**src/verilog/video_pkg.sv**
```systemverilog
`default_nettype none

package video_pkg;

    // display counter width, 11 bits covers up to 2047 per line
    localparam int COORD_W = 11;

    // 4x zoom between source buffer and display
    localparam int DEF_ZOOM_SHIFT = 2;

    // source frame buffer size
    localparam int DEF_SRC_W = 320;
    localparam int DEF_SRC_H = 180;

    // 720p raster, positive sync polarity
    localparam int DEF_H_ACTIVE     = 1280;
    localparam int DEF_H_TOTAL      = 1650;
    localparam int DEF_H_SYNC_START = 1390; // after 110 px front porch
    localparam int DEF_H_SYNC_LEN   = 40;
    localparam int DEF_V_ACTIVE     = 720;
    localparam int DEF_V_TOTAL      = 750;
    localparam int DEF_V_SYNC_START = 725;  // after 5 line front porch
    localparam int DEF_V_SYNC_LEN   = 5;

    typedef struct packed {
        logic [4:0] red;
        logic [5:0] green;
        logic [4:0] blue;
    } rgb565_t;

    // 5:6:5 value sits in the top bits, low bits are zero
    typedef struct packed {
        logic [7:0] red;
        logic [7:0] green;
        logic [7:0] blue;
    } rgb888_t;

    typedef struct packed {
        logic hsync;
        logic vsync;
        logic active; // inside the visible area
    } vid_flags_t;

    // one pixel write, col and row in source coordinates
    typedef struct packed {
        logic [8:0] col;
        logic [7:0] row;
        rgb565_t    pixel;
    } pix_wr_t;

    typedef logic [9:0] tmds_word_t;

    typedef struct packed {
        tmds_word_t blue;  // channel 0, carries sync in blanking
        tmds_word_t green;
        tmds_word_t red;
    } tmds_bus_t;

    typedef enum logic [1:0] {
        WR_IDLE,    // waiting for a request
        WR_ACK,     // memory write in flight
        WR_RELEASE  // ack held until req drops
    } wr_state_t;

    // control period symbols, index is {c1, c0}
    localparam tmds_word_t TMDS_CTRL_00 = 10'b1101010100;
    localparam tmds_word_t TMDS_CTRL_01 = 10'b0010101011;
    localparam tmds_word_t TMDS_CTRL_10 = 10'b0101010100;
    localparam tmds_word_t TMDS_CTRL_11 = 10'b1010101011;

endpackage

`default_nettype wire

```
**src/verilog/pixel_write_port.sv**
```systemverilog
`timescale 1ns/1ns
`default_nettype none

module pixel_write_port import video_pkg::*; #(
    parameter int SRC_W  = DEF_SRC_W,
    parameter int SRC_H  = DEF_SRC_H,
    parameter int ADDR_W = $clog2(DEF_SRC_W * DEF_SRC_H)
) (
    input  wire               clk_pixel,
    input  wire               arst_n,
    input  wire               wr_req,
    input  wire pix_wr_t      wr,
    output logic              wr_ack,
    output logic              mem_we,
    output logic [ADDR_W-1:0] mem_addr,
    output rgb565_t           mem_data
);

    wr_state_t state;
    logic      in_range; // request lands inside the source frame
    logic      take;     // new request accepted this cycle

    assign in_range = (wr.col < SRC_W) && (wr.row < SRC_H);
    assign take     = (state == WR_IDLE) && wr_req;

    // ack is a pure state decode, high for the whole release phase
    assign wr_ack = (state == WR_RELEASE);

    always_ff @(posedge clk_pixel or negedge arst_n) begin
        if (!arst_n) begin
            state  <= WR_IDLE;
            mem_we <= 1'b0;
        end else begin
            case (state)
                WR_IDLE: begin
                    if (wr_req) begin
                        state  <= WR_ACK;
                        mem_we <= in_range; // out of range still gets acked
                    end
                end
                WR_ACK: begin
                    state  <= WR_RELEASE; // write lands on this edge
                    mem_we <= 1'b0;
                end
                WR_RELEASE: begin
                    if (!wr_req) begin
                        state <= WR_IDLE;
                    end
                end
                default: begin
                    state  <= WR_IDLE;
                    mem_we <= 1'b0;
                end
            endcase
        end
    end

    // address and data captured with the request, row-major layout
    always_ff @(posedge clk_pixel) begin
        if (take) begin
            mem_addr <= ADDR_W'(wr.row * SRC_W + wr.col);
            mem_data <= wr.pixel;
        end
    end

endmodule

`default_nettype wire

```
**config.mk**
```make
export PLATFORM = sky130hd
export DESIGN_NAME = pixel_write_port
export DESIGN_NICKNAME = d
export VERILOG_FILES = /design/src/verilog/video_pkg.sv /design/src/verilog/pixel_write_port.sv
export SDC_FILE = /design/constraint.sdc
export NUM_CORES = 1
export LEC_CHECK = 0
export BUFFER_PORTS_ARGS = -buffer_cell sky130_fd_sc_hd__buf_2
export CAP_MARGIN = 20
export CORE_MARGIN = 2
export CORE_UTILIZATION = 40
export DETAILED_ROUTE_END_ITERATION = 7
export GPL_ROUTABILITY_DRIVEN = 0
export GPL_TIMING_DRIVEN = 0
export PLACE_DENSITY = 0.66
export SKIP_CTS_REPAIR_TIMING = 1
export SLEW_MARGIN = 20
export SYNTH_ARGS = -nofsm -noshare
export SYNTH_HDL_FRONTEND = slang
export SYNTH_SLANG_ARGS = --single-unit
```
**constraint.sdc**
```tcl
create_clock -name clk_pixel -period 3.3 [get_ports clk_pixel]
set_clock_uncertainty 0.05 [all_clocks]
set_input_delay 0.165 -clock clk_pixel [delete_from_list [all_inputs] [get_ports clk_pixel]]
set_output_delay 0.165 -clock clk_pixel [all_outputs]
set_load 0.01 [all_outputs]
```
-- After elaboration in Yosys (flattened, before gate mapping)
Index checks and enable logic that the tools add are counted.
W data, S select, Z words.
- multipliers: 1
- add/sub/neg operators: 1
- bitwise logic cells: 1
- multiplexer cells: 5
- $lt $le $gt $ge: 2
- equal/unequal tests: 4
- reduce and logical (&&, ||, !) cells: 5
- operator list (cell ; count):
    $add A16 B9 Y16 ; 1
    $mul A8 B3 Y10 const B ; 1
    $lt A9 B9 Y1 const B ; 1
    $lt A8 B8 Y1 const B ; 1
    $pmux W2 S3 ; 1
    $mux W2 ; 2
    $ne A2 B2 Y1 const B ; 2
    $reduce_and A2 Y1 ; 2
    $eq A2 B1 Y1 const B ; 1
    $eq A2 B2 Y1 const B ; 1
    $logic_and A1 B1 Y1 ; 2
    $logic_not A2 Y1 ; 1
    $pmux W1 S2 ; 1
    $mux W1 ; 1
    $not A1 Y1 ; 1
- logic and storage cells: 25
- bits in registers: 35
- input port bits: 36
- output and inout bits: 34

-- Longest topological paths before layout
- depth in word-level cells: 4
- gate-level depth with buffers: 8
- mapped depth without buffers: 8

-- Worst setup path before layout
OpenSTA, ideal clock, no wires.
- kind: register -> register
- from: reg state[1]
- to: reg mem_addr[0] (enable)
- stages on the path, launching flop included: 3
- data required time: 2.829 ns
- arrival: 1.919 ns
- clock period less this slack: 2.390 ns
- path slack: 0.910 ns
- buffers on the path: 0
- cells stage by stage: dfrtp_1 > nand2b_1 > nor2_1
- longest elaborated chain between the ends: 2
- ends and longest elaborated chain (item ; line ; RTL):
    start, declared ; pixel_write_port.sv:19 ; wr_state_t state;
    start signal, assigned ; pixel_write_port.sv:31 ; state <= WR_IDLE;
    start signal, assigned ; pixel_write_port.sv:37 ; state <= WR_ACK;
    start signal, assigned ; pixel_write_port.sv:42 ; state <= WR_RELEASE;
    $logic_not A2 Y1 ; pixel_write_port.sv:24 ; assign take = (state == WR_IDLE) && wr_req;
    $logic_and A1 B1 Y1 ; pixel_write_port.sv:24 ;
    via take ; pixel_write_port.sv:21 ; logic take;
    end signal, assigned ; pixel_write_port.sv:61 ; mem_addr <= ADDR_W'(wr.row * SRC_W + wr.col);
    end, declared ; pixel_write_port.sv:15 ; output logic [ADDR_W-1:0] mem_addr,
The timed path passes the listed nets, and every way through them passes these cells.
A chain may end at the register's enable or synchronous reset.

-- Final worst setup path
- from: in wr[17] (netlist bit)
- to: reg mem_addr[15] (data pin)
- longest elaborated chain between the ends: 2
- ends and longest elaborated chain (item ; line ; RTL):
    start, declared ; pixel_write_port.sv:12 ; input wire pix_wr_t wr,
    $mul A8 B3 Y10 ; pixel_write_port.sv:61 ;
    $add A16 B9 Y16 ; pixel_write_port.sv:61 ;
Every way passes these cells.

==> metrics <==
CTS max path bufs 2; Clk Latency, worst-skew pair 0.27 ns; number of nets in the final layout 247; area added between synthesis and finish 34.6%; number of antenna violations at the first check in global routing 0; number of I/O pins 70; total non-filler cell area in the finished layout 2210 um^2; power per standard cell area 580 nW/um^2; Buf+Inv Stages, Crit Path 1; worst min-delay path category in -> reg; data required time at the worst endpoint roughly 3.3 ns; initial core utilization 0.413; vertical die dimension 68.1 um; most area-hungry cell type in the Yosys netlist sky130_fd_sc_hd__edfxtp_1; post-route setup TNS 0 ns; number of distinct standard cells referenced by the synthesized netlist 28; sequential-to-total area share from yosys stat 0.631; dominant delay contributor by cell family on the critical path adder cells; overall track demand over capacity in global routing 0.144; Via-to-Cell Ratio 4.81; actual slew at the worst max-slew pin 0.428 ns; Achievable Freq between 400 and 500 MHz; Static Leakage 0.990 nW; most used flip-flop cell after synthesis sky130_fd_sc_hd__edfxtp_1; Worst R2R Start state[1]$_DFFE_PN0P_; final max-slew violation count 0; Synth Warn # 0; GRT Max-Usage Layer met2; number of nets in the synthesized netlist 164; count of buffers from port buffering 69; unrepaired setup endpoints after global routing no; cell type of the slowest stage on the worst timing path sky130_fd_sc_hd__fa_1; class of the most critical setup path in -> reg; Antenna Nets Post-Route 0; CTS tree built; top cells by instance count after synthesis sky130_fd_sc_hd__edfxtp_1, sky130_fd_sc_hd__ha_1, sky130_fd_sc_hd__nor2_1, sky130_fd_sc_hd__xnor2_1, sky130_fd_sc_hd__inv_1; clock period minus worst slack between 2 and 2.5 ns; # setup viols final 0; series of cell instances along the critical path buf_2, ha_1, ha_1, fa_1, a211oi_1, nor2_1, xor2_1, nand4_2, xnor2_1; Clock H-tree levels 2; cell with the most instances on the worst path sky130_fd_sc_hd__ha_1; fraction of layout instances using a drive strength above 1 0.418; antenna diode count 0; initial drt markers just over 80; Post-synth ARST share 0.0857; Syn Inst Count 111; peak supply drop 0.196 mV; largest stage delay on the critical path 0.40 ns; category of the worst setup path capture point flip-flop; total iterations of the first detailed-routing run 4; cell at the root of the clock tree sky130_fd_sc_hd__clkbuf_8; Synth Cell Area 1640 um^2; mean instance size in the synthesized netlist around 15 um^2; data arrival at the endpoint of the critical path between 2 and 2.5 ns; crit share post-route 0.678; Post-synth EDFFs 32; maximum fanout along the worst path 3; top-count cell post-synth sky130_fd_sc_hd__edfxtp_1; Detail Placement HPWL 2690 um; Setup crit start wr[17]; number of buffers inserted during clock tree synthesis 5; vias after detailed routing 1,174; number of remaining DRC errors 0; aggregate global routing overflow 0; instance area at placement 2070 um^2; via count of the first global-routing pass approximately 1.1k; critical path launch point type primary input; # fillers 335; number of sinks driven by the clock tree 35; Routed WL between 3000 and 4000 um; first-pass GRT wire length 4730 um; #FFs+latches synth 35; std cell rows 23; Slew Limit Headroom 0.714; maximum number of pins on one net before global-route repair 19; met2 track demand over resource in global routing 0.254; synth top area cells sky130_fd_sc_hd__edfxtp_1, sky130_fd_sc_hd__ha_1, sky130_fd_sc_hd__dfrtp_1; met3 global-route usage 0.0395; outcome completed; GR Util met1 0.149; area of the core region roughly 4000 um^2; die outline area 4630 um^2; start point of the worst min-delay path wr[9]; routed wirelength normalized by instance count around 14 um; number of hold violations in the final report 0; Chip Width 68.1 um; Max Cap Viol 0; CTS clk-pin slew, worst paths 0.07 ns; top cell type's share of synthesized area 0.585
[placed cells by master (no fill, tap or decap), types with 2 or more instances in the layout]
master	Yosys	layout
sky130_fd_sc_hd__buf_2	0	69
sky130_fd_sc_hd__o21ai_0	5	5
sky130_fd_sc_hd__dlygate4sd3_1	0	6
sky130_fd_sc_hd__nor2_1	11	10
sky130_fd_sc_hd__a21oi_1	4	4
sky130_fd_sc_hd__edfxtp_1	32	32
sky130_fd_sc_hd__xnor2_1	8	8
sky130_fd_sc_hd__fa_1	2	2
sky130_fd_sc_hd__dfrtp_1	3	3
sky130_fd_sc_hd__ha_1	15	15
sky130_fd_sc_hd__xor2_1	3	3
sky130_fd_sc_hd__inv_1	6	6
sky130_fd_sc_hd__nor2b_1	2	2
sky130_fd_sc_hd__nand2_1	4	4
sky130_fd_sc_hd__clkbuf_8	0	5
[stage by stage]
step / hold slack (ns) / util / total power [W] / setup slack [ns] / cells
2_1_floorplan: -0.181 / - / 0.000857 / 0.910 / 111
3_5_place_dp: -0.0860 / 0.522 / 0.00101 / 0.771 / 231
6_report: 0.00744 / 0.556 / 0.00128 / 1.06 / 244
3_3_place_gp: -0.0915 / 0.516 / 0.000985 / 0.523 / 230
4_1_cts: -0.389 / 0.541 / 0.00129 / 1.07 / 238
5_1_grt: 0.000985 / 0.556 / 0.00135 / 0.912 / 244
[cells by family (layout without fill, tap and decap cells)]
kind of cell    count (synthesis)  count (layout)  synth area share
xor+xnor                       11              11            0.0587
flops                          35              35             0.631
compound gates                 17              17            0.0724
fa+ha+maj                      17              17             0.139
mux                             1               1           0.00610
buf+inv                         6              89            0.0137
simple gates                   24              24            0.0793
[flip-flops by register name, summed over array words and instances, names as in the netlist]
register / flops
mem_addr: 16
mem_data: 16
state: 2
mem_we: 1
[final timing paths]
check	end	slack, ns	cells past startpoint
setup / recovery	mem_addr[15]$_DFFE_PP_	1.06	9
hold / removal	mem_data[9]$_DFFE_PP_	0.007	1
setup reg to reg	mem_data[4]$_DFFE_PP_	1.72	3
hold reg to reg	state[1]$_DFFE_PN0P_	0.47	1
max in group asynchronous	state[1]$_DFFE_PN0P_	2.94	2
min in group asynchronous	state[0]$_DFFE_PN0P_	0.15	2
[cell type report]
class	count	area [um^2]	share of cell area
multi-input cells	70	591	0.267
repair buffers	76	420	0.190
well taps	50	62.6	0.0283
clock buffers	5	68.8	0.0311
clock inverters	2	8.76	0.00396
inverters	6	22.5	0.0102
flip-flops and latches	35	1040	0.469
[power breakdown]
part	total [W]	switching [W]	internal (W)
registers	0.000643	0.0000338	0.000609
clock network	0.000277	0.000137	0.000140
logic	0.000361	0.000206	0.000155
total	0.00128	0.000377	0.000904
[layer usage]
| layer | share of wire | routed length (um) |
|---|---|---|
| met3 | 0.091 | 306 |
| met4 | 0.027 | 89 |
| met1 | 0.41 | 1360 |
| met5 | 0 | 0 |
| met2 | 0.48 | 1590 |
Power figures use the tool's default switching activity.
