<file path="src/verilog/video_pkg.sv">
`default_nettype none

package video_pkg;

    // display counter width, 11 bits covers up to 2047 per line
    localparam int COORD_W = 11;

    // 4x zoom between source buffer and display
    localparam int DEF_ZOOM_SHIFT = 2;

    // source frame buffer size
    localparam int DEF_SRC_W = 320;
    localparam int DEF_SRC_H = 180;

    // 720p raster, positive sync polarity
    localparam int DEF_H_ACTIVE     = 1280;
    localparam int DEF_H_TOTAL      = 1650;
    localparam int DEF_H_SYNC_START = 1390; // after 110 px front porch
    localparam int DEF_H_SYNC_LEN   = 40;
    localparam int DEF_V_ACTIVE     = 720;
    localparam int DEF_V_TOTAL      = 750;
    localparam int DEF_V_SYNC_START = 725;  // after 5 line front porch
    localparam int DEF_V_SYNC_LEN   = 5;

    typedef struct packed {
        logic [4:0] red;
        logic [5:0] green;
        logic [4:0] blue;
    } rgb565_t;

    // 5:6:5 value sits in the top bits, low bits are zero
    typedef struct packed {
        logic [7:0] red;
        logic [7:0] green;
        logic [7:0] blue;
    } rgb888_t;

    typedef struct packed {
        logic hsync;
        logic vsync;
        logic active; // inside the visible area
    } vid_flags_t;

    // one pixel write, col and row in source coordinates
    typedef struct packed {
        logic [8:0] col;
        logic [7:0] row;
        rgb565_t    pixel;
    } pix_wr_t;

    typedef logic [9:0] tmds_word_t;

    typedef struct packed {
        tmds_word_t blue;  // channel 0, carries sync in blanking
        tmds_word_t green;
        tmds_word_t red;
    } tmds_bus_t;

    typedef enum logic [1:0] {
        WR_IDLE,    // waiting for a request
        WR_ACK,     // memory write in flight
        WR_RELEASE  // ack held until req drops
    } wr_state_t;

    // control period symbols, index is {c1, c0}
    localparam tmds_word_t TMDS_CTRL_00 = 10'b1101010100;
    localparam tmds_word_t TMDS_CTRL_01 = 10'b0010101011;
    localparam tmds_word_t TMDS_CTRL_10 = 10'b0101010100;
    localparam tmds_word_t TMDS_CTRL_11 = 10'b1010101011;

endpackage

`default_nettype wire

</file>
<file path="src/verilog/video_timing_gen.sv">
`timescale 1ns/1ns
`default_nettype none

module video_timing_gen import video_pkg::*; #(
    parameter int H_ACTIVE     = DEF_H_ACTIVE,
    parameter int H_TOTAL      = DEF_H_TOTAL,
    parameter int H_SYNC_START = DEF_H_SYNC_START,
    parameter int H_SYNC_LEN   = DEF_H_SYNC_LEN,
    parameter int V_ACTIVE     = DEF_V_ACTIVE,
    parameter int V_TOTAL      = DEF_V_TOTAL,
    parameter int V_SYNC_START = DEF_V_SYNC_START,
    parameter int V_SYNC_LEN   = DEF_V_SYNC_LEN
) (
    input  wire                clk_pixel,
    input  wire                arst_n,
    output logic [COORD_W-1:0] h_count,
    output logic [COORD_W-1:0] v_count,
    output vid_flags_t         flags,
    output logic               frame_start
);

    // flags that belong to a raster position
    function automatic vid_flags_t flags_at(input logic [COORD_W-1:0] h,
                                            input logic [COORD_W-1:0] v);
        vid_flags_t f;
        f.hsync  = (h >= H_SYNC_START) && (h < H_SYNC_START + H_SYNC_LEN);
        f.vsync  = (v >= V_SYNC_START) && (v < V_SYNC_START + V_SYNC_LEN);
        f.active = (h < H_ACTIVE) && (v < V_ACTIVE);
        return f;
    endfunction

    // reset parks the scan at the origin
    localparam vid_flags_t ORIGIN_FLAGS = flags_at('0, '0);

    logic [COORD_W-1:0] h_next;
    logic [COORD_W-1:0] v_next;

    always_comb begin
        h_next = h_count + 1'b1;
        v_next = v_count;
        if (h_count == COORD_W'(H_TOTAL - 1)) begin // end of line
            h_next = '0;
            v_next = (v_count == COORD_W'(V_TOTAL - 1)) ? '0 : v_count + 1'b1;
        end
    end

    // flags are computed for the next position so they line up with the counts
    always_ff @(posedge clk_pixel or negedge arst_n) begin
        if (!arst_n) begin
            h_count     <= '0;
            v_count     <= '0;
            flags       <= ORIGIN_FLAGS;
            frame_start <= 1'b1; // origin is shown straight out of reset
        end else begin
            h_count     <= h_next;
            v_count     <= v_next;
            flags       <= flags_at(h_next, v_next);
            frame_start <= (h_next == '0) && (v_next == '0);
        end
    end

endmodule

`default_nettype wire
</file>
<file path="config.mk">
export PLATFORM = sky130hd
export DESIGN_NAME = video_timing_gen
export DESIGN_NICKNAME = d
export VERILOG_FILES = /design/src/verilog/video_pkg.sv /design/src/verilog/video_timing_gen.sv
export SDC_FILE = /design/constraint.sdc
export NUM_CORES = 1
export LEC_CHECK = 0
export ABC_CLOCK_PERIOD_IN_PS = 2320
export BUFFER_PORTS_ARGS = -buffer_cell sky130_fd_sc_hd__buf_4
export CAP_MARGIN = 20
export CORE_ASPECT_RATIO = 0.5
export CORE_MARGIN = 8
export CORE_UTILIZATION = 51
export DETAILED_ROUTE_END_ITERATION = 7
export HOLD_SLACK_MARGIN = 0.08
export PLACE_DENSITY = 0.82
export SYNTH_ARGS = -nofsm -noshare
export SYNTH_HDL_FRONTEND = slang
export SYNTH_SLANG_ARGS = --single-unit
</file>
<file path="constraint.sdc">
create_clock -name clk_pixel -period 2.32 [get_ports clk_pixel]
set_input_delay 0.696 -clock clk_pixel [delete_from_list [all_inputs] [get_ports clk_pixel]]
set_output_delay 0.696 -clock clk_pixel [all_outputs]
set_load 0.02 [all_outputs]
</file>
Word level (Yosys, flattened, before mapping)
Index checks and enable logic that the tools add are counted.
{"block": "totals", "regBits": 26, "input_bits": 2, "elab_cells": 25}
{"block": "classes", "n_reduce_logical": 6, "mux": 3, "addsub": 2, "eq_ne": 2, "n_lt_le_gt_ge": 6}
{"op": "$mux 11", "count": 3}
{"op": "$add 11x1->11 const B", "count": 2}
{"op": "$logic_not 11->1", "count": 2}
{"op": "$lt 11x10->1 const B", "count": 2}
{"op": "$lt 11x11->1 const B", "count": 2}
{"op": "$eq 11x10->1 const B", "count": 1}
{"op": "$eq 11x11->1 const B", "count": 1}
{"op": "$ge 11x10->1 const B", "count": 1}
{"op": "$ge 11x11->1 const B", "count": 1}
{"op": "$logic_and 1x1->1", "count": 4}

Longest topological paths before layout
{"block": "depth", "depth_word": 5, "ltp_mapped": 10, "ltp_nobuf": 8}

Worst setup path before layout
OpenSTA, ideal clock, no wires.
{"block": "synth_timing", "kind": "register -> register", "startpoint": "reg v_count[1]", "endpoint": "reg frame_start", "path_stages_with_launch": 10, "setup_time_ns": 0.090, "synth_period_minus_slack_ns": 2.395, "slack_ns": -0.075, "required_ns": 2.230, "n_path_buf": 1, "t_arrival_ns": 2.305, "cell_sequence": "dfrtp_1 -> buf_2 -> inv_1 -> ha_1 -> nand4b_1 -> or4_4 -> a21oi_2 -> o21ai_2 -> or4_1 -> nor4_2"}
{"block": "synth_between", "elab_chain_len": 5, "elab_cells_between_ends": 6, "classes_between": "1 x add/sub; 1 x eq/ne; 2 x mux; 2 x reduce/logical"}
{"element": "start: declaration", "line_no": "video_timing_gen.sv:17", "rtl": "output logic [COORD_W-1:0] v_count,"}
{"element": "start signal: assignment", "line_no": "video_timing_gen.sv:56", "rtl": "v_count <= v_next;"}
{"element": "$add 11x1->11 or $eq 11x10->1 (tied branches)", "line_no": "video_timing_gen.sv:43", "rtl": "v_next = (v_count == COORD_W'(V_TOTAL - 1)) ? '0 : v_count + 1'b1;"}
{"element": "$mux 11 (*)", "line_no": "video_timing_gen.sv:43"}
{"element": "$mux 11 (*)", "line_no": "video_timing_gen.sv:41", "rtl": "if (h_count == COORD_W'(H_TOTAL - 1)) begin"}
{"element": "named net v_next[9]", "line_no": "video_timing_gen.sv:36", "rtl": "logic [COORD_W-1:0] v_next;"}
{"element": "$logic_not 11->1 (*)", "line_no": "video_timing_gen.sv:58", "rtl": "frame_start <= (h_next == '0) && (v_next == '0);"}
{"element": "$logic_and 1x1->1 (*)", "line_no": "video_timing_gen.sv:58"}
{"element": "end signal: assignment", "line_no": "video_timing_gen.sv:58"}
{"element": "end: declaration", "line_no": "video_timing_gen.sv:19", "rtl": "output logic frame_start"}
Mark *: on every way through the listed nets, which the timed path passes. The rest lies on a longest branch.

Worst setup path after layout
Same ends and word-level chain as after synthesis.

==> results_dict.tcl <==
set metrics [dict create \
    setup_violations 1 \
    cp_max_fo 4 \
    post-place-cells 302 \
    outcome "complete, but fails checks" \
    arrival_ns 2.53 \
    routed_via_density 6.075 \
    violations "negative setup slack" \
    synthXorXnorAreaFrac_pct 7.338 \
    cts_tree "built" \
    yosys.area_share.adder_pct 2.795 \
    p_leak_nw 1.015 \
    yosys_warnings 0 \
    layout_commonest_cell "buf_4" \
    end_kind "register" \
    slew_violations 0 \
    io-pin-count 28 \
    worst_pin_slew_ns 0.4283 \
    synthSimpleGateAreaFrac_pct 31.52 \
    dp_worst_setup_slack_ns -0.001200 \
    die_x_um 99.80 \
    p_switching_w 0.0001604 \
    drt-met1-wl_um 2225 \
    multi_input_area_um2 1101 \
    route.met2.wl_um 2533 \
    critical_path_class "reg2reg" \
    nets 263 \
    max_freq_mhz 426.3 \
    numCtsBuffers 3 \
    dp_hpwl_um 3950 \
    register_area_um2 654.4 \
    maxUsedRoutingLayer "met4" \
    ir_drop_uv 224.6 \
    internal_power_w 0.0006850 \
    num_rows 15 \
    syn_inst 205 \
    vias 1865 \
    syn_nets 211 \
    grt_first_pass_wirelength_um 8756 \
    ys.flop_type "dfrtp_1" \
    dieArea_um2 5778 \
    firstDrtPassIters 5 \
    fin_skew_ns 0.001343 \
    async_flop_share_pct 100.0 \
    start_kind "register" \
    placement.io_buffers 27 \
    fin_crit_sh_pct 101.1 \
    min_path_type "in2async" \
    comb_power_share_pct 1.2 \
    wl_per_cell_um 17.96 \
    synth_top_family_by_area "simple AND/OR/NAND/NOR gates" \
    drv_cap 0 \
    relSlewSlack_pct 71.08 \
    clkPwrFrac_pct 45.2 \
    tns_ns -0.02555 \
    ant_nets 0 \
    holdBufCountCts 0 \
    grt_use_total_pct 18.80 \
    power.density_nw_per_um2 356.0 \
    dr_wl_met3_um 554 \
    fin_ws_ns -0.02555 \
    rsz0062_at_grt "yes" \
    cts.clk_slew.worst_paths_ns 0.09 \
    areaGrowthSynthToFinish_pct 32.63 \
    grt_pass1_vias 1836 \
    synth-compound-area-share_pct 15.30 \
    initial_core_util_pct 52.71 \
    hold_violations 0 \
    layout_common_cells "61 x buf_4, 23 x dfrtp_1, 19 x nand2_1, 14 x o21ai_0, 12 x xnor2_1" \
    diodes 0 \
    grt_max_degree 27 \
    htreeDepth 1 \
    max-clock-path-buffers 2 \
    core_area_um2 3397 \
    synth_edf_count 0 \
    worstPathRequired_ns 2.50 \
    pwr-share-seq_pct 53.6 \
    fin_crit_ns 2.346 \
    drive_gt1_share_pct 35.16 \
    netlist_area_um2 1790 \
    syn_area_per_cell_um2 8.734 \
    fillCellCount 255 \
    grt_overflow 0 \
    final_cell_count_no_fill 307 \
    synthMuxAreaShare_pct 1.118 \
    gp_congestion 0.9735 \
    seq_area_frac_synth_pct 36.48 \
    ys_types 54 \
    dpl-instance-area_um2 2235 \
    die_h_um 57.90 \
    cts_sinks 26 \
    hold-worst-slack_ns 0.3197 \
    antenna_found_initial 0 \
    drc_errors 0 \
    first_iter_violations 124 \
    switching_share_pct 18.98 \
    insertion_delay_ns 0.27 \
    root_buffer "clkbuf_8" \
    stdcell_area_um2 2375 \
    wl_um 5514 \
    synth-seq-cells 26 \
]
## power by group through the flow
stage               combinational (W)  clock, W  sequential [W]
finish                      0.0000101  0.000382        0.000453
global route                0.0000118  0.000400        0.000453
CTS                         0.0000108  0.000388        0.000453
global placement            0.0000104         0        0.000462
floorplan              0.000000000370         0        0.000462
detailed placement          0.0000106         0        0.000462
## metrics by stage
stage,utilization [%],power [W]
2_1_floorplan,-,0.0004619
5_1_grt,69.91,0.0008651
4_1_cts,68.66,0.0008517
3_5_place_dp,65.78,0.0004724
3_3_place_gp,65.78,0.0004722
6_report,69.91,0.0008455
## worst max-delay path: stages (launching register included)
cell and delay (ns):
dfrtp_2 0.41, inv_1 0.05, ha_1 0.15, nand4b_1 0.13
or4_4 0.48, a22oi_1 0.15, o31ai_1 0.13, or4_1 0.50
nor4_2 0.24
## metal layers
layer	track usage, %	vias up
met5	0	-
met4	7.249	0
met3	5.131	27
met2	31.10	115
met1	22.90	870
li1	-	853
## sequential cells by signal (all words and copies together) (netlist names)
signal	cells
h_count	11
v_count	11
flags	3
frame_start	1
## cell type report
type                    instances  area share, %
clock inverters                 1          1.264
flip-flops and latches         26          27.56
multi-input cells             158          46.36
inverters                       7          1.106
well taps                      51          2.687
repair buffers                 61          19.28
clock buffers                   3          1.739
## what timing repair did
action	CTS	global route
gates resized for setup	5	8
buffers inserted	1	0
pin swaps	1	0
setup endpoints to repair	2	4
## final timing paths
| path | to | depth (start not counted) | from | slack [ns] |
|---|---|---|---|---|
| worst max register to register | frame_start | 8 | v_count[1] | -0.03 |
| worst min register to register | h_count[0] | 2 | h_count[0] | 0.59 |
| max in group asynchronous | flags[0] | 1 | arst_n | 1.69 |
| worst max-delay path | frame_start | 8 | v_count[1] | -0.03 |
| worst min-delay path | v_count[0] | 1 | arst_n | 0.32 |
| min in group clk_pixel | h_count[0] | 2 | h_count[0] | 0.59 |
## cell families after synthesis
family,after synthesis
DFF,26
and+or+nand+nor,95
muxes,2
buffers and inverters,21
xor gates and xnor gates,15
AOI/OAI and AO/OA,42
adders and majority gates,4
## synth_stat cells (2+ instances only)
cell type / number / area share, %
nand3_1: 8 / 2.2
nand2b_1: 4 / 1.4
ha_1: 4 / 2.8
inv_1: 7 / 1.5
nor2_1: 10 / 2.1
nor4_1: 2 / 0.70
nor4b_1: 2 / 0.98
clkbuf_1: 3 / 0.63
nor3b_1: 2 / 0.84
dfstp_2: 2 / 2.9
a21oi_1: 7 / 2.0
nand3_2: 2 / 1.1
a41oi_1: 2 / 0.98
o31ai_1: 2 / 0.84
nor3_1: 9 / 2.5
and3_1: 6 / 2.1
buf_4: 2 / 0.84
xnor2_1: 12 / 5.9
a221oi_1: 2 / 0.98
nand2_1: 19 / 4.0
or2_2: 2 / 0.70
and4_1: 4 / 2.0
xor2_1: 3 / 1.5
buf_2: 9 / 2.5
or3_1: 4 / 1.4
mux2i_1: 2 / 1.1
dfrtp_1: 24 / 34
nand4_1: 9 / 3.1
nor4_2: 2 / 1.4
o21ai_0: 15 / 4.2
Note: power is estimated with default switching activity, not from simulation.
