File: config.mk
export PLATFORM = sky130hd
export DESIGN_NAME = tmds_encoder
export DESIGN_NICKNAME = d
export VERILOG_FILES = /design/src/verilog/video_pkg.sv /design/src/verilog/tmds_encoder.sv
export SDC_FILE = /design/constraint.sdc
export NUM_CORES = 1
export LEC_CHECK = 0
export BUFFER_PORTS_ARGS = -buffer_cell sky130_fd_sc_hd__buf_2
export CAP_MARGIN = 20
export CORE_MARGIN = 8
export CORE_UTILIZATION = 50
export CTS_CLUSTER_SIZE = 40
export DETAILED_ROUTE_END_ITERATION = 12
export PLACE_DENSITY = 0.79
export SLEW_MARGIN = 0
export SYNTH_ARGS = -nofsm -noshare
export SYNTH_HDL_FRONTEND = slang
export SYNTH_SLANG_ARGS = --single-unit
File: constraint.sdc
create_clock -name clk_pixel -period 1.9 [get_ports clk_pixel]
set_input_delay 0.285 -clock clk_pixel [delete_from_list [all_inputs] [get_ports clk_pixel]]
set_output_delay 0.285 -clock clk_pixel [all_outputs]
set_load 0.01 [all_outputs]
File: src/verilog/video_pkg.sv
`default_nettype none

package video_pkg;

    // display counter width, 11 bits covers up to 2047 per line
    localparam int COORD_W = 11;

    // 4x zoom between source buffer and display
    localparam int DEF_ZOOM_SHIFT = 2;

    // source frame buffer size
    localparam int DEF_SRC_W = 320;
    localparam int DEF_SRC_H = 180;

    // 720p raster, positive sync polarity
    localparam int DEF_H_ACTIVE     = 1280;
    localparam int DEF_H_TOTAL      = 1650;
    localparam int DEF_H_SYNC_START = 1390; // after 110 px front porch
    localparam int DEF_H_SYNC_LEN   = 40;
    localparam int DEF_V_ACTIVE     = 720;
    localparam int DEF_V_TOTAL      = 750;
    localparam int DEF_V_SYNC_START = 725;  // after 5 line front porch
    localparam int DEF_V_SYNC_LEN   = 5;

    typedef struct packed {
        logic [4:0] red;
        logic [5:0] green;
        logic [4:0] blue;
    } rgb565_t;

    // 5:6:5 value sits in the top bits, low bits are zero
    typedef struct packed {
        logic [7:0] red;
        logic [7:0] green;
        logic [7:0] blue;
    } rgb888_t;

    typedef struct packed {
        logic hsync;
        logic vsync;
        logic active; // inside the visible area
    } vid_flags_t;

    // one pixel write, col and row in source coordinates
    typedef struct packed {
        logic [8:0] col;
        logic [7:0] row;
        rgb565_t    pixel;
    } pix_wr_t;

    typedef logic [9:0] tmds_word_t;

    typedef struct packed {
        tmds_word_t blue;  // channel 0, carries sync in blanking
        tmds_word_t green;
        tmds_word_t red;
    } tmds_bus_t;

    typedef enum logic [1:0] {
        WR_IDLE,    // waiting for a request
        WR_ACK,     // memory write in flight
        WR_RELEASE  // ack held until req drops
    } wr_state_t;

    // control period symbols, index is {c1, c0}
    localparam tmds_word_t TMDS_CTRL_00 = 10'b1101010100;
    localparam tmds_word_t TMDS_CTRL_01 = 10'b0010101011;
    localparam tmds_word_t TMDS_CTRL_10 = 10'b0101010100;
    localparam tmds_word_t TMDS_CTRL_11 = 10'b1010101011;

endpackage

`default_nettype wire

File: src/verilog/tmds_encoder.sv
`timescale 1ns/1ns
`default_nettype none

module tmds_encoder import video_pkg::*; (
    input  wire        clk_pixel,
    input  wire        arst_n,
    input  wire  [7:0] data,
    input  wire  [1:0] ctrl,   // {c1, c0}
    input  wire        active, // video period when high
    output tmds_word_t tmds
);

    logic [3:0]        ones_d;    // ones in the input byte
    logic [3:0]        ones_q;    // ones in q_m[7:0]
    logic [8:0]        q_m;       // transition minimised word, bit 8 marks xor
    logic signed [5:0] bal;       // ones minus zeros of q_m[7:0]
    logic signed [5:0] disp;      // running disparity
    logic signed [5:0] disp_next;
    tmds_word_t        word;
    tmds_word_t        ctrl_word;
    logic              started;   // first video data seen since reset

    // stage 1 of the dvi algorithm, pick xor or xnor chain
    always_comb begin
        ones_d = 4'($countones(data));
        q_m[0] = data[0];
        if (ones_d > 4'd4 || (ones_d == 4'd4 && !data[0])) begin
            for (int i = 1; i < 8; i++) begin
                q_m[i] = ~(q_m[i-1] ^ data[i]);
            end
            q_m[8] = 1'b0;
        end else begin
            for (int i = 1; i < 8; i++) begin
                q_m[i] = q_m[i-1] ^ data[i];
            end
            q_m[8] = 1'b1;
        end
        ones_q = 4'($countones(q_m[7:0]));
        bal    = $signed({1'b0, ones_q, 1'b0}) - 6'sd8;
    end

    // stage 2, dc balance against the running count
    always_comb begin
        if (disp == 0 || bal == 0) begin
            word      = {~q_m[8], q_m[8], q_m[8] ? q_m[7:0] : ~q_m[7:0]};
            disp_next = q_m[8] ? disp + bal : disp - bal;
        end else if ((disp > 0 && bal > 0) || (disp < 0 && bal < 0)) begin
            word      = {1'b1, q_m[8], ~q_m[7:0]}; // invert to pull back
            disp_next = disp - bal + (q_m[8] ? 6'sd2 : 6'sd0);
        end else begin
            word      = {1'b0, q_m[8], q_m[7:0]};
            disp_next = disp + bal - (q_m[8] ? 6'sd0 : 6'sd2);
        end
    end

    always_comb begin
        case (ctrl)
            2'b00:   ctrl_word = TMDS_CTRL_00;
            2'b01:   ctrl_word = TMDS_CTRL_01;
            2'b10:   ctrl_word = TMDS_CTRL_10;
            default: ctrl_word = TMDS_CTRL_11;
        endcase
    end

    // output stays zero until the pipeline delivers its first active pixel
    always_ff @(posedge clk_pixel or negedge arst_n) begin
        if (!arst_n) begin
            tmds    <= '0;
            disp    <= '0;
            started <= 1'b0;
        end else if (active) begin
            tmds    <= word;
            disp    <= disp_next;
            started <= 1'b1;
        end else begin
            tmds <= started ? ctrl_word : '0;
            disp <= '0; // blanking restarts the balance
        end
    end

endmodule

`default_nettype wire

======== After elaboration in Yosys (flattened, before gate mapping) ========
Cells that the tools add are included.
word-level totals
  register bits ........................... 17
  input port bits ......................... 13
  output and inout port bits .............. 10
  word-level logic and storage cells ...... 75
cells by class
  $add $sub $neg .......................... 19
  $lt $le $gt $ge ......................... 5
  eq/ne operators ......................... 3
  mux-type cells .......................... 13
  bitwise logic cells ..................... 22
  reduce and logical (&&, ||, !) cells .... 10
operators with widths
  kind                                                         count
  logical NOT 32 bit                                           2
  two-way mux 10 bit                                           4
  one-hot mux 10 bit (3 select lines)                          1
  two-way mux 6 bit                                            4
  adder 1 x 1 -> 2 bit                                         8
  two-way mux 8 bit                                            2
  bitwise XOR 1 bit                                            13
  adder 2 x 2 -> 3 bit                                         4
  > comparator 6 x 1 -> 1 bit (second input constant)          2
  less-than comparator 6 x 1 -> 1 bit (second input constant)  2
  adder 3 x 3 -> 4 bit                                         2
  NOT 1 bit                                                    8
  NOT 8 bit                                                    1
  adder 6 x 3 -> 6 bit                                         1
  adder 6 bit                                                  1
  subtractor 5 x 4 -> 6 bit (second input constant)            1
  subtractor 6 x 3 -> 6 bit                                    1
  subtractor 6 bit                                             1
  equality test 4 x 3 -> 1 bit (second input constant)         1
  > comparator 4 x 3 -> 1 bit (second input constant)          1
  two-way mux 2 bit                                            2
  logical AND 1 bit                                            3
  logical OR 1 bit                                             3
  equality test 2 x 1 -> 1 bit (second input constant)         1
  3 further kinds                                              3

======== Logic depth before layout (Yosys ltp) ========
Gate-level depths: netlist (run 1).
  depth after elaboration ................. 25
  gate-level depth with buffers ........... 27

======== Least setup slack after synthesis (run 1) ========
Ideal clock, no wire load.
  path type ............................... input port to flip-flop
  from .................................... in data[0]
  to ...................................... reg tmds[3]
  library setup time ...................... 0.138 ns
  arrival ................................. 7.114 ns
  setup slack ............................. -5.352 ns
  cell stages on the path ................. 25
  path through ............................ inv_1 -> fa_1 -> fa_1 -> fa_1 -> inv_1 -> ha_1 -> fa_1 -> nor3b_1 -> o22ai_2 -> inv_2 -> xnor2_1 -> fa_1 -> inv_1 -> fa_1 -> fa_1 -> inv_1 -> ha_1 -> fa_1 -> xor2_1 -> ha_1 -> or3b_2 -> a31oi_4 -> mux2i_2 -> xor2_1 -> o22ai_1
on the way
  longest elaborated chain between the ends .. 25
  elaborated cells on any way between the ends .. 49
RTL lines
  element                                                                             line                text
  from (decl)                                                                         tmds_encoder.sv:7   input wire [7:0] data,
  parallel branches: the longest is 23 deep, another holds subtractor 5 x 4 -> 6 bit  n/a
  two-way mux 10 bit (*)                                                              tmds_encoder.sv:44  if (disp == 0 || bal == 0) begin
  two-way mux 10 bit (*)                                                              tmds_encoder.sv:71  end else if (active) begin
  to (signal assigned)                                                                tmds_encoder.sv:72  tmds <= word;
  to (signal assigned)                                                                tmds_encoder.sv:76  tmds <= started ? ctrl_word : '0;
  to (decl)                                                                           tmds_encoder.sv:10  output tmds_word_t tmds
Every way passes the cells marked *.
A chain may end at the register's enable or synchronous reset.

======== Final worst setup path (run 1) ========
  from .................................... in data[0]
  to ...................................... reg disp[3]
on the way
  longest elaborated chain between the ends .. 25
  elaborated cells on any way between the ends .. 54
RTL lines
  element                                                                             line                text
  parallel branches: the longest is 23 deep, another holds subtractor 5 x 4 -> 6 bit  n/a
  two-way mux 6 bit (*)                                                               tmds_encoder.sv:44
  two-way mux 6 bit (*)                                                               tmds_encoder.sv:71
  to (signal assigned)                                                                tmds_encoder.sv:73  disp <= disp_next;
  to (decl)                                                                           tmds_encoder.sv:17  logic signed [5:0] disp;
Marks and branches as above.

==> results of run 1 <==
## registers in the layout, indices dropped and copies added (netlist names)
| signal | flops |
|---|---|
| tmds | 10 |
| disp | 5 |
| started | 1 |
## stage by stage
stage               cells  util (%)  instance area (µm²)  hold WS (ps)  worst slack [ps]
finish                326      81.9                 3000           338             -4910
detailed placement    306      69.6                 2550           211             -5380
CTS                   317      76.1                 2790           358             -4830
global placement      306      69.6                 2550           205             -5240
floorplan             188         -                 2000         -10.6             -5130
global route          326      81.9                 3000           339             -5130
## worst paths after layout
check	start	endpoint	cells past startpoint
min reg2reg	started$_DFFE_PN0P_	started$_DFFE_PN0P_	1
min in group asynchronous	arst_n	disp[2]$_DFF_PN0_	2
max reg2reg	disp[1]$_DFF_PN0_	disp[3]$_DFF_PN0_	10
max	data[0]	disp[3]$_DFF_PN0_	27
min	active	tmds[9]$_DFF_PN0_	3
max in group asynchronous	arst_n	tmds[0]$_DFF_PN0_	2
## repair_timing
action,4_1_cts,5_1_grt
hold endpoints to repair,16,0
hold buffers,1,0
pin swaps,23,36
gates cloned,0,0
setup endpoints to repair,15,15
setup buffers,6,9
gates resized for setup,27,27
## cells in the final DEF, fill, tap and decap left out, types with 3 or more instances in the layout
cell type,netlist,final
ha_1,26,17
mux2i_1,3,3
fa_1,10,7
nand4_1,3,3
inv_2,1,3
buf_6,1,6
o22ai_1,9,9
nor2_1,10,7
fa_2,0,3
xnor2_4,2,4
buf_2,0,19
xnor2_1,18,11
ha_2,0,4
dfrtp_1,16,16
buf_4,0,59
xnor2_2,1,6
inv_1,28,23
nand2_1,9,8
ha_4,0,5
a21oi_2,1,6
clkbuf_8,0,4
xor2_1,12,9
## critical path: cells and delay by family
kind / cells / cell delay (ps)
AOI/OAI and AO/OA: 1 / 180
muxes: 2 / 300
xor gates and xnor gates: 3 / 530
and+or+nand+nor: 2 / 130
buffers and inverters: 7 / 390
adders and majority gates: 12 / 5130
## cell families (layout without fill, tap and decap cells)
group / Yosys count / count (layout)
AOI/OAI and AO/OA: 35 / 35
xor gates and xnor gates: 34 / 34
adders and majority gates: 36 / 36
buffers and inverters: 32 / 122
DFF: 16 / 16
muxes: 4 / 4
and+or+nand+nor: 31 / 31
## layout make-up
| class | count | area (µm²) |
|---|---|---|
| multi-input cells | 140 | 1670 |
| flip-flops and latches | 16 | 400 |
| well taps | 48 | 60.1 |
| fillers | 208 | 664 |
| inverters | 29 | 121 |
| clock buffers | 4 | 55.1 |
| repair buffers | 89 | 686 |
## layer usage
| layer | up-vias | routed length, µm |
|---|---|---|
| li1 | 812 | - |
| met1 | 861 | 2200 |
| met2 | 89 | 3450 |
| met3 | 35 | 345 |
| met4 | 0 | 382 |
| met5 | - | 0 |
==> flow_results.org, run 1 <==
** Status
- Result of the run :: finished with violations
- Violated checks :: setup timing

** Global route
- Entering global routing, the biggest net connects 17 pins.
- Global routing used 18.9% of the available met1 tracks.
- The number of global-route vias before repair is 1937.
- The global routing stage identified its most utilized layer as met2.
- The number of antenna violations at the first check in global routing came to 0.
- Total global-route track usage :: 19.2%
- For met2 alone, demand over resource in global routing was 35.6%.
- Met3 routing resource usage after global routing :: 4.03%
- The total overflow left after global routing is 0.
- The first global-routing pass estimated 9.24 mm of wire.

** Timing
- Adding up every negative setup slack in the final design gives -68130 ps.
- Setup repair after global routing could not meet its margin everywhere.
- Number of pins with negative max-slew slack in the final report :: 0
- Slew at the pin closest to its max-slew limit :: 371 ps
- For this run, the top clock speed supported by timing is 147 MHz.
- Max-Slew Margin vs Limit :: 75.3%
- The hold violation total from the final report was 0.
- Post-layout minimum cycle time :: 6810 ps
- Final period util :: 359%
- Slack of the critical path :: -4910 ps
- Clk_skew :: 9.28 ps
- Setup violations remaining at the end of the flow were counted as 15.

** Synthesis
- After technology mapping, the gate count stands at 188.
- Cells taking the most area after synthesis :: dfrtp_1 21%, ha_1 17%, fa_1 11%
- The share of synthesized area in the top cell type comes to 21.2%.
- Dominant cell by count in the synthesized netlist :: inv_1
- Proportion of synthesized chip area in sequential cells :: 21.2%
- Cell area after synthesis :: 1890 µm²
- Number of enable-type register cells in the synthesized netlist :: 0
- For this run, the number of Yosys warnings is 0.
- By area, the combinational part of the netlist is dominated by adder cells.
- Of the total synthesized cell area, the portion taken by full adders, half adders and majority gates is 27.8%.
- Counting distinct cell types in the post-synthesis netlist gives 40.
- The number of nets handed over by synthesis was 237.
- Cell accounting for the most synthesized area :: dfrtp_1
- Share of synthesized cell area in and, or, nand and nor gates :: 8.86%
- The synthesized design contains 16 register bits.
- After synthesis, the mean cell area works out to 10.1 µm².
- For this run, the leading register cell type out of synthesis is dfrtp_1.
- Post-synth top cells :: 28 x inv_1, 26 x ha_1, 18 x xnor2_1
- The synthesized netlist devotes 19.0% of its cell area to XOR and XNOR gates.
- Mux contribution to synthesized area :: 2.31%
- Summing the areas of all compound-gate instances in the mapped netlist gives 14.2% of the synthesized area.
- Fraction of synthesis flops using an asynchronous set or reset pin :: 100%

** Floorplan
- Area of the core region :: 3660 µm²
- The floorplan step set the die height to 77.5 µm.
- Effective utilization at floorplan :: 51.7%
- 23 I/O pins were placed.
- In this run the core area contains 22 standard-cell rows.
- Horizontal die dimension :: 77.5 µm
- The die covers 6010 µm².

** Worst setup path
- For the worst setup path, the data required time is 2040 ps.
- Nature of the critical path startpoint :: primary input
- Among the stages of the critical path, the cell type that occurs most often is fa_1.
- Arrival time of the worst setup path :: 6950 ps
- The worst setup path is of the primary input to flop kind.
- In this design, the stage delay of the slowest critical-path cell is 620 ps.
- On the critical path, the stage with the largest delay is an instance of fa_2.
- Reg-to-reg slack, setup :: -460 ps
- Worst-path fanout max :: 4
- Setup crit end kind :: flop

** Clocking
- Worst-skew pair later-pin latency :: 270 ps
- Clock sink count :: 16
- The longest clock path from root to sink contains 2 buffers.
- CTS built an H-tree with a depth of 1.
- CTS tree :: yes
- Clock-pin slew was measured on the worst setup and hold paths at 70 ps.
- Buffers inserted during clock tree synthesis total 3.
- The root buffer cell chosen for the clock tree is clkbuf_8.

** Hold path
- Worst min-delay path category :: primary input to flop

** Routing
- In the final routed layout, each cell accounts on average for 19.5 µm.
- Final wirelength :: 6.37 mm
- Via-per-instance ratio :: 5.51
- Total vias in the final route :: 1797
- Number of remaining DRC errors :: 0
- The detail route stage leaves a number of antenna-violating nets equal to 0.
- In this run, the number of DRC markers left after iteration 0 of detailed routing was 96.
- Number of detailed-route iterations in the first pass :: 4

** Placement
- Detailed placement ended at an HPWL of 3.98 mm.
- The count of buffers added on input and output ports is 22.
- Placer's final routability congestion estimate :: 0.899

** Cells and area
- For this run, the post-layout net count is 328.
- Synth-to-layout area growth :: 58.4%
- Fraction of layout instances using a drive strength above 1 :: 54.3%
- The repair_antennas step left the layout with diodes totalling 0.

** Flow run
- The tool flagged a number of max-cap violations equal to 0.
Power of run 1 is not shown: default switching activity piles up to over one toggle a cycle in this logic, so the estimate is an artifact.
==> run 2, diff against run 1 <==
CTS_CLUSTER_DIAMETER = 40   (was default)
REMOVE_ABC_BUFFERS = 1   (was default)
==> flow_results.org, run 2 (same netlist as run 1, synthesis figures left out) <==
** Status
- Result of the run: finished with violations (unchanged).
- Violated checks: setup timing (unchanged).

** Routing
- The iteration count of the initial detailed-routing pass was 4 (unchanged).
- The average vias per placed instance is 5.63 (was 5.51).
- Total vias in the final route :: 1829 (was 1797)
- The number of routed nets with antenna violations was 0 (unchanged).
- The starting DRC count in detailed routing was 166 (was 96).
- DR WL/cell :: 19.8 µm (was 19.5 µm)
- Final wirelength :: 6.43 mm (was 6.37 mm)
- The remaining routing DRC violations came to 0 (unchanged).

** Timing
- The clock period minus worst slack came to 6830 ps (was 6810 ps).
- Clk_skew :: 0.569 ps (was 9.28 ps)
- The fmax was 146 MHz (was 147 MHz).
- Slack of the critical path :: -4930 ps (was -4910 ps)
- Final hold vios :: 0 (unchanged)
- Final period util :: 360% (was 359%)
- Max-Slew Margin vs Limit :: 72.0% (was 75.3%)
- The setup-violating endpoint count in the final report was 15 (unchanged).
- Setup repair after global routing missed its margin :: true (unchanged)
- The count of pins over their slew limit was 0 (unchanged).
- The transition time at the pin with the least slew margin is 418 ps (was 371 ps).

** Worst setup path
- CP Class :: primary input to flop (unchanged)
- Worst-path fanout max :: 4 (unchanged)
- The arrival time at the worst endpoint was 6960 ps (was 6950 ps).
- The worst path required time came to 2030 ps (was 2040 ps).
- Nature of the critical path startpoint :: primary input (unchanged)
- The setup slack of the most critical reg-to-reg path is -530 ps (was -460 ps).
- The type of destination of the critical path is a flop (unchanged).

** Clocking
- Worst-skew pair later-pin latency :: 250 ps (was 270 ps)
- Clock sink count :: 16 (unchanged)
- The clock tree from TritonCTS is yes (unchanged).
- Maximum root-to-sink buffer count :: 2 (unchanged)
- The root cell of the clock tree is clkbuf_8 (unchanged).
- Depth of the CTS H-tree :: 1 (unchanged)
- The clock-pin slew of the registers on the worst-case setup and hold paths is 60 ps (was 70 ps).
- Clock buffer count from CTS :: 3 (unchanged)

** Placement
- IO Port Bufs :: 22 (unchanged)
- The worst setup slack after placement came to -5380 ps (about the same).
- The final HPWL from detailed placement is 3.88 mm (was 3.98 mm).
- Placer's final routability congestion estimate :: 0.871 (was 0.899)

** Global route
- Total global-route track usage :: 19.1% (was 19.2%)
- The largest net degree at the start of global routing is 17 (unchanged).
- Global route overflow :: 0 (unchanged)
- The number of global-route vias before repair came to 1978 (was 1937).
- The first-pass GRT wire length is 9.29 mm (was 9.24 mm).
- The number of antenna violations at the first check in global routing was 0 (unchanged).

** Floorplan
- The initial core utilization came to 51.7% (unchanged).
- The area of the placeable core came to 3660 µm² (unchanged).
- The cell row count was 22 (unchanged).
- The number of placed I/O pins is 23 (unchanged).
- Die area :: 6010 µm² (unchanged)
- The chip height is 77.5 µm (unchanged).
- Horizontal die dimension :: 77.5 µm (unchanged)

** Cells and area
- Fill cell count :: 208 (unchanged)
- The diode insertion count for antenna repair is 0 (unchanged).
- Most frequent cells in the layout :: 58 x buf_4, 24 x inv_1, 20 x buf_2 (was 59 x buf_4, 23 x inv_1, 19 x buf_2)
- The signed area change from the synthesized netlist to the final layout is 54.6% (was 58.4%).
- # nets final :: 327 (was 328)
- Most frequent standard cell in the layout excluding fill and tap cells :: buf_4 (unchanged)
- The flip-flop count of the largest register, all copies and words added came to 10 (unchanged).
- Largest registers :: tmds (10), disp (5), started (1) (unchanged)
- The register with the highest flop count is tmds (unchanged).
- The fraction of final layout cells sized beyond drive strength 1 is 56.0% (was 54.3%).

** Hold path
- The path type of the worst min-delay path is primary input to flop (unchanged).

** Flow run
- The max-capacitance violation count is 0 (unchanged).
==> run 2: stage by stage <==
step | hold slack, ps | TNS, ps | area, µm² | utilization (%) | cells
CTS | 339 | -66450 | 2790 | 76.2 | 320
detailed placement | 209 | -75830 | 2440 | 66.7 | 308
finish | 357 | -68110 | 2920 | 79.9 | 325
floorplan | -10.6 | -74140 | 1870 | - | 185
global placement | 209 | -73760 | 2440 | 66.7 | 308
global route | 369 | -71370 | 2920 | 79.9 | 325
==> run 2: routing by layer <==
| metal | global-route usage, % | up-vias | routed length, µm |
|---|---|---|---|
| met3 | 3.34 | 30 | 325 |
| met2 | 36.6 | 83 | 3560 |
| met5 | 0 | - | 0 |
| met4 | 8.49 | 0 | 315 |
| met1 | 19.7 | 909 | 2230 |
| li1 | - | 807 | - |
==> run 2: worst paths after layout <==
kind | to | start | depth (start not counted)
min in group asynchronous | disp[4]$_DFF_PN0_ | arst_n | 2
worst min-delay path | disp[1]$_DFF_PN0_ | active | 2
worst max-delay path | disp[3]$_DFF_PN0_ | data[1] | 27
max in group asynchronous | tmds[8]$_DFF_PN0_ | arst_n | 2
worst min register to register | started$_DFFE_PN0P_ | started$_DFFE_PN0P_ | 1
worst max register to register | disp[3]$_DFF_PN0_ | disp[1]$_DFF_PN0_ | 10
==> run 2: layout make-up <==
type	count	area (µm²)	share of cell area [%]
inverters	29	111	3.81
clock buffers	4	55.1	1.88
flip-flops and latches	16	400	13.7
well taps	48	60.1	2.05
repair buffers	88	651	22.3
multi-input cells	140	1650	56.3
==> run 2: repair_timing <==
item	in CTS	in global routing
pin swaps	44	29
endpoints found under the hold margin	16	0
hold buffers	1	0
setup buffers	9	6
gates resized for setup	49	24
setup endpoints to repair	15	15
==> run 2: worst max-delay path: stages <==
cell     delay (ps)
buf_8            80
inv_4            30
fa_1            550
fa_1            420
fa_1            490
inv_1            50
ha_2            170
fa_2            530
nor3b_2          50
o22ai_2         200
inv_2           110
xnor2_2         160
fa_1            500
inv_1            50
fa_1            440
fa_1            490
inv_1            50
ha_2            190
fa_2            600
inv_2            70
fa_2            570
ha_4            160
xor2_1          160
mux2i_1         110
mux2i_1         190
xnor2_1         180
nor2_1           90
Power of run 2 is left out for the same reason.
==> run 3, diff against run 2 <==
MAX_ROUTING_LAYER = met4   (was default)
==> flow_results.org, run 3 (same netlist as run 1, synthesis figures left out) <==
** Status
- Result of the run: finished with violations (unchanged).
- Violated checks: setup timing (unchanged).

** Timing
- The hold violation total from the final report came to 0 (unchanged).
- Post-layout minimum cycle time :: 6840 ps (was 6830 ps)
- The clock skew after layout is 0.777 ps (was 0.569 ps).
- Final count of negative-setup-slack endpoints :: 15 (unchanged)
- Max-Slew Margin vs Limit :: 70.5% (was 72.0%)
- The count of pins over their slew limit is 0 (unchanged).
- The share of the clock period used by the worst path came to 360% (about the same).
- Setup repair after global routing missed its margin: true (unchanged).
- The transition time at the pin with the least slew margin came to 441 ps (was 418 ps).
- Maximum frequency from static timing analysis :: 146 MHz (about the same)
- Hold Worst Slack :: 354 ps (was 357 ps)
- The final worst setup slack came to -4940 ps (was -4930 ps).

** Clocking
- Clock sink count :: 16 (unchanged)
- The insertion delay of the later-clocked pin in the worst-skew pair is 250 ps (about the same).
- The clock-pin slew of the registers on the worst-case setup and hold paths was 60 ps (about the same).
- The maximum buffer depth of the clock tree was 2 (unchanged).
- Depth of the CTS H-tree :: 1 (unchanged)
- Clock buffer count from CTS :: 3 (unchanged)
- The root cell of the clock tree was clkbuf_8 (unchanged).
- CTS tree :: yes (unchanged)

** Routing
- The total wire length after detailed routing is 6.41 mm (was 6.43 mm).
- Number of remaining DRC errors :: 0 (unchanged)
- The number of routed nets with antenna violations is 0 (unchanged).
- The iteration count of the initial detailed-routing pass is 6 (was 4).
- DR WL/cell :: 19.7 µm (was 19.8 µm)
- The starting DRC count in detailed routing came to 154 (was 166).
- Total vias in the final route :: 1835 (was 1829)
- Via-per-instance ratio :: 5.65 (was 5.63)

** Worst setup path
- The maximum net fanout on the critical path came to 4 (unchanged).
- Nature of the critical path startpoint :: primary input (unchanged)
- The worst path required time came to 2030 ps (about the same).
- The type of destination of the critical path is a flop (unchanged).
- The kind of critical path was primary input to flop (unchanged).
- The logic depth of the worst register-to-register path was 10 (unchanged).
- The arrival time at the worst endpoint came to 6980 ps (was 6960 ps).

** Flow run
- The max-capacitance violation count is 0 (unchanged).

** Hold path
- The path type of the worst min-delay path is primary input to flop (unchanged).
- The number of cells on the worst hold path came to 2 (unchanged).

** Floorplan
- Vertical die dimension :: 77.5 µm (unchanged)
- Boundary pin count :: 23 (unchanged)
- The cell row count came to 22 (unchanged).
- Area of the core region :: 3660 µm² (unchanged)
- The initial core utilization came to 51.7% (unchanged).
- The horizontal extent of the die was 77.5 µm (unchanged).
- The total die area is 6010 µm² (unchanged).

** Cells and area
- Most flops, register :: tmds (unchanged)
- The number of nets in the finished design is 327 (unchanged).
- The final standard cell count with taps included and fillers excluded came to 325 (unchanged).
- The signed area change from the synthesized netlist to the final layout is 54.6% (unchanged).
- Largest registers: tmds (10), disp (5), started (1) (unchanged).
- Number of flip-flops under the largest register name :: 10 (unchanged)
- The fraction of final layout cells sized beyond drive strength 1 came to 56.0% (unchanged).
- Antenna cells :: 0 (unchanged)
- Most frequent standard cell in the layout excluding fill and tap cells :: buf_4 (unchanged)
- Most frequent cells in the layout: 58 x buf_4, 24 x inv_1, 20 x buf_2 (unchanged).

** Global route
- The number of global-route vias before repair was 1978 (unchanged).
- The first-pass GRT wire length is 9.28 mm (was 9.29 mm).
- Total global-route track usage :: 19.7% (was 19.1%)
- The remaining global-route overflow was 0 (unchanged).
- Maximum number of pins on one net before global-route repair :: 17 (unchanged)
- The number of antenna violations at the first check in global routing came to 0 (unchanged).

** Placement
- The total placed cells including tap cells came to 308 (unchanged).
- The final HPWL from detailed placement came to 3.88 mm (unchanged).
- The number of port buffers was 22 (unchanged).
- Placer's final routability congestion estimate :: 0.885 (was 0.871)
-- run 3: cell counts in the layout (fill, tap and decap cells not counted) --
Identical to the previous run, type by type.
-- run 3: layout make-up --
class / count / area (µm²)
Clock buffer: 4 / 55.1
Tap cell: 48 / 60.1
Fill cell: 208 / 737
Sequential cell: 16 / 400
Timing Repair Buffer: 88 / 651
Multi-Input combinational cell: 140 / 1650
Inverter: 29 / 111
-- run 3: path summary, 6_finish.rpt --
| kind | from | end | slack, ps |
|---|---|---|---|
| min in group asynchronous | arst_n | disp[4]$_DFF_PN0_ | 470 |
| max | data[1] | disp[3]$_DFF_PN0_ | -4940 |
| max in group asynchronous | arst_n | tmds[8]$_DFF_PN0_ | 1160 |
| max reg2reg | disp[1]$_DFF_PN0_ | disp[3]$_DFF_PN0_ | -540 |
| min | active | disp[1]$_DFF_PN0_ | 350 |
| min reg2reg | started$_DFFE_PN0P_ | started$_DFFE_PN0P_ | 540 |
-- run 3: timing repair --
item	in CTS	in global routing
hold buffers	1	0
buffers inserted	9	6
hold endpoints to repair	16	0
pin swaps	44	29
setup endpoints to repair	15	15
gates resized for setup	49	24
-- run 3: metrics by stage --
stage / setup slack (ps) / area (µm²) / utilization, % / setup TNS [ps]
2_1_floorplan: -5350 / 1870 / - / -74140
3_3_place_gp: -5220 / 2440 / 66.7 / -73760
3_5_place_dp: -5380 / 2440 / 66.7 / -75830
4_1_cts: -4780 / 2790 / 76.2 / -66450
5_1_grt: -5110 / 2920 / 79.9 / -71330
6_report: -4940 / 2920 / 79.9 / -68160
-- run 3: layer usage --
metal | GRT usage, % | vias to the layer above | share of wire, %
met3 | 3.11 | 24 | 5.1
met1 | 19.8 | 909 | 35
met2 | 36.6 | 96 | 55
met4 | 8.49 | 0 | 4.5
li1 | - | 806 | -
met5 | - | - | 0
-- run 3: critical path, stage by stage --
cell,delay [ps]
buf_8,80
inv_4,30
fa_1,550
fa_1,420
fa_1,490
inv_1,50
ha_2,170
fa_2,530
nor3b_2,50
o22ai_2,200
inv_2,110
xnor2_2,160
fa_1,500
inv_1,50
fa_1,440
fa_1,490
inv_1,50
ha_2,190
fa_2,590
inv_2,70
fa_2,580
ha_4,160
xor2_1,170
mux2i_1,110
mux2i_1,190
xnor2_1,180
nor2_1,90
Power of run 3 is left out for the same reason.
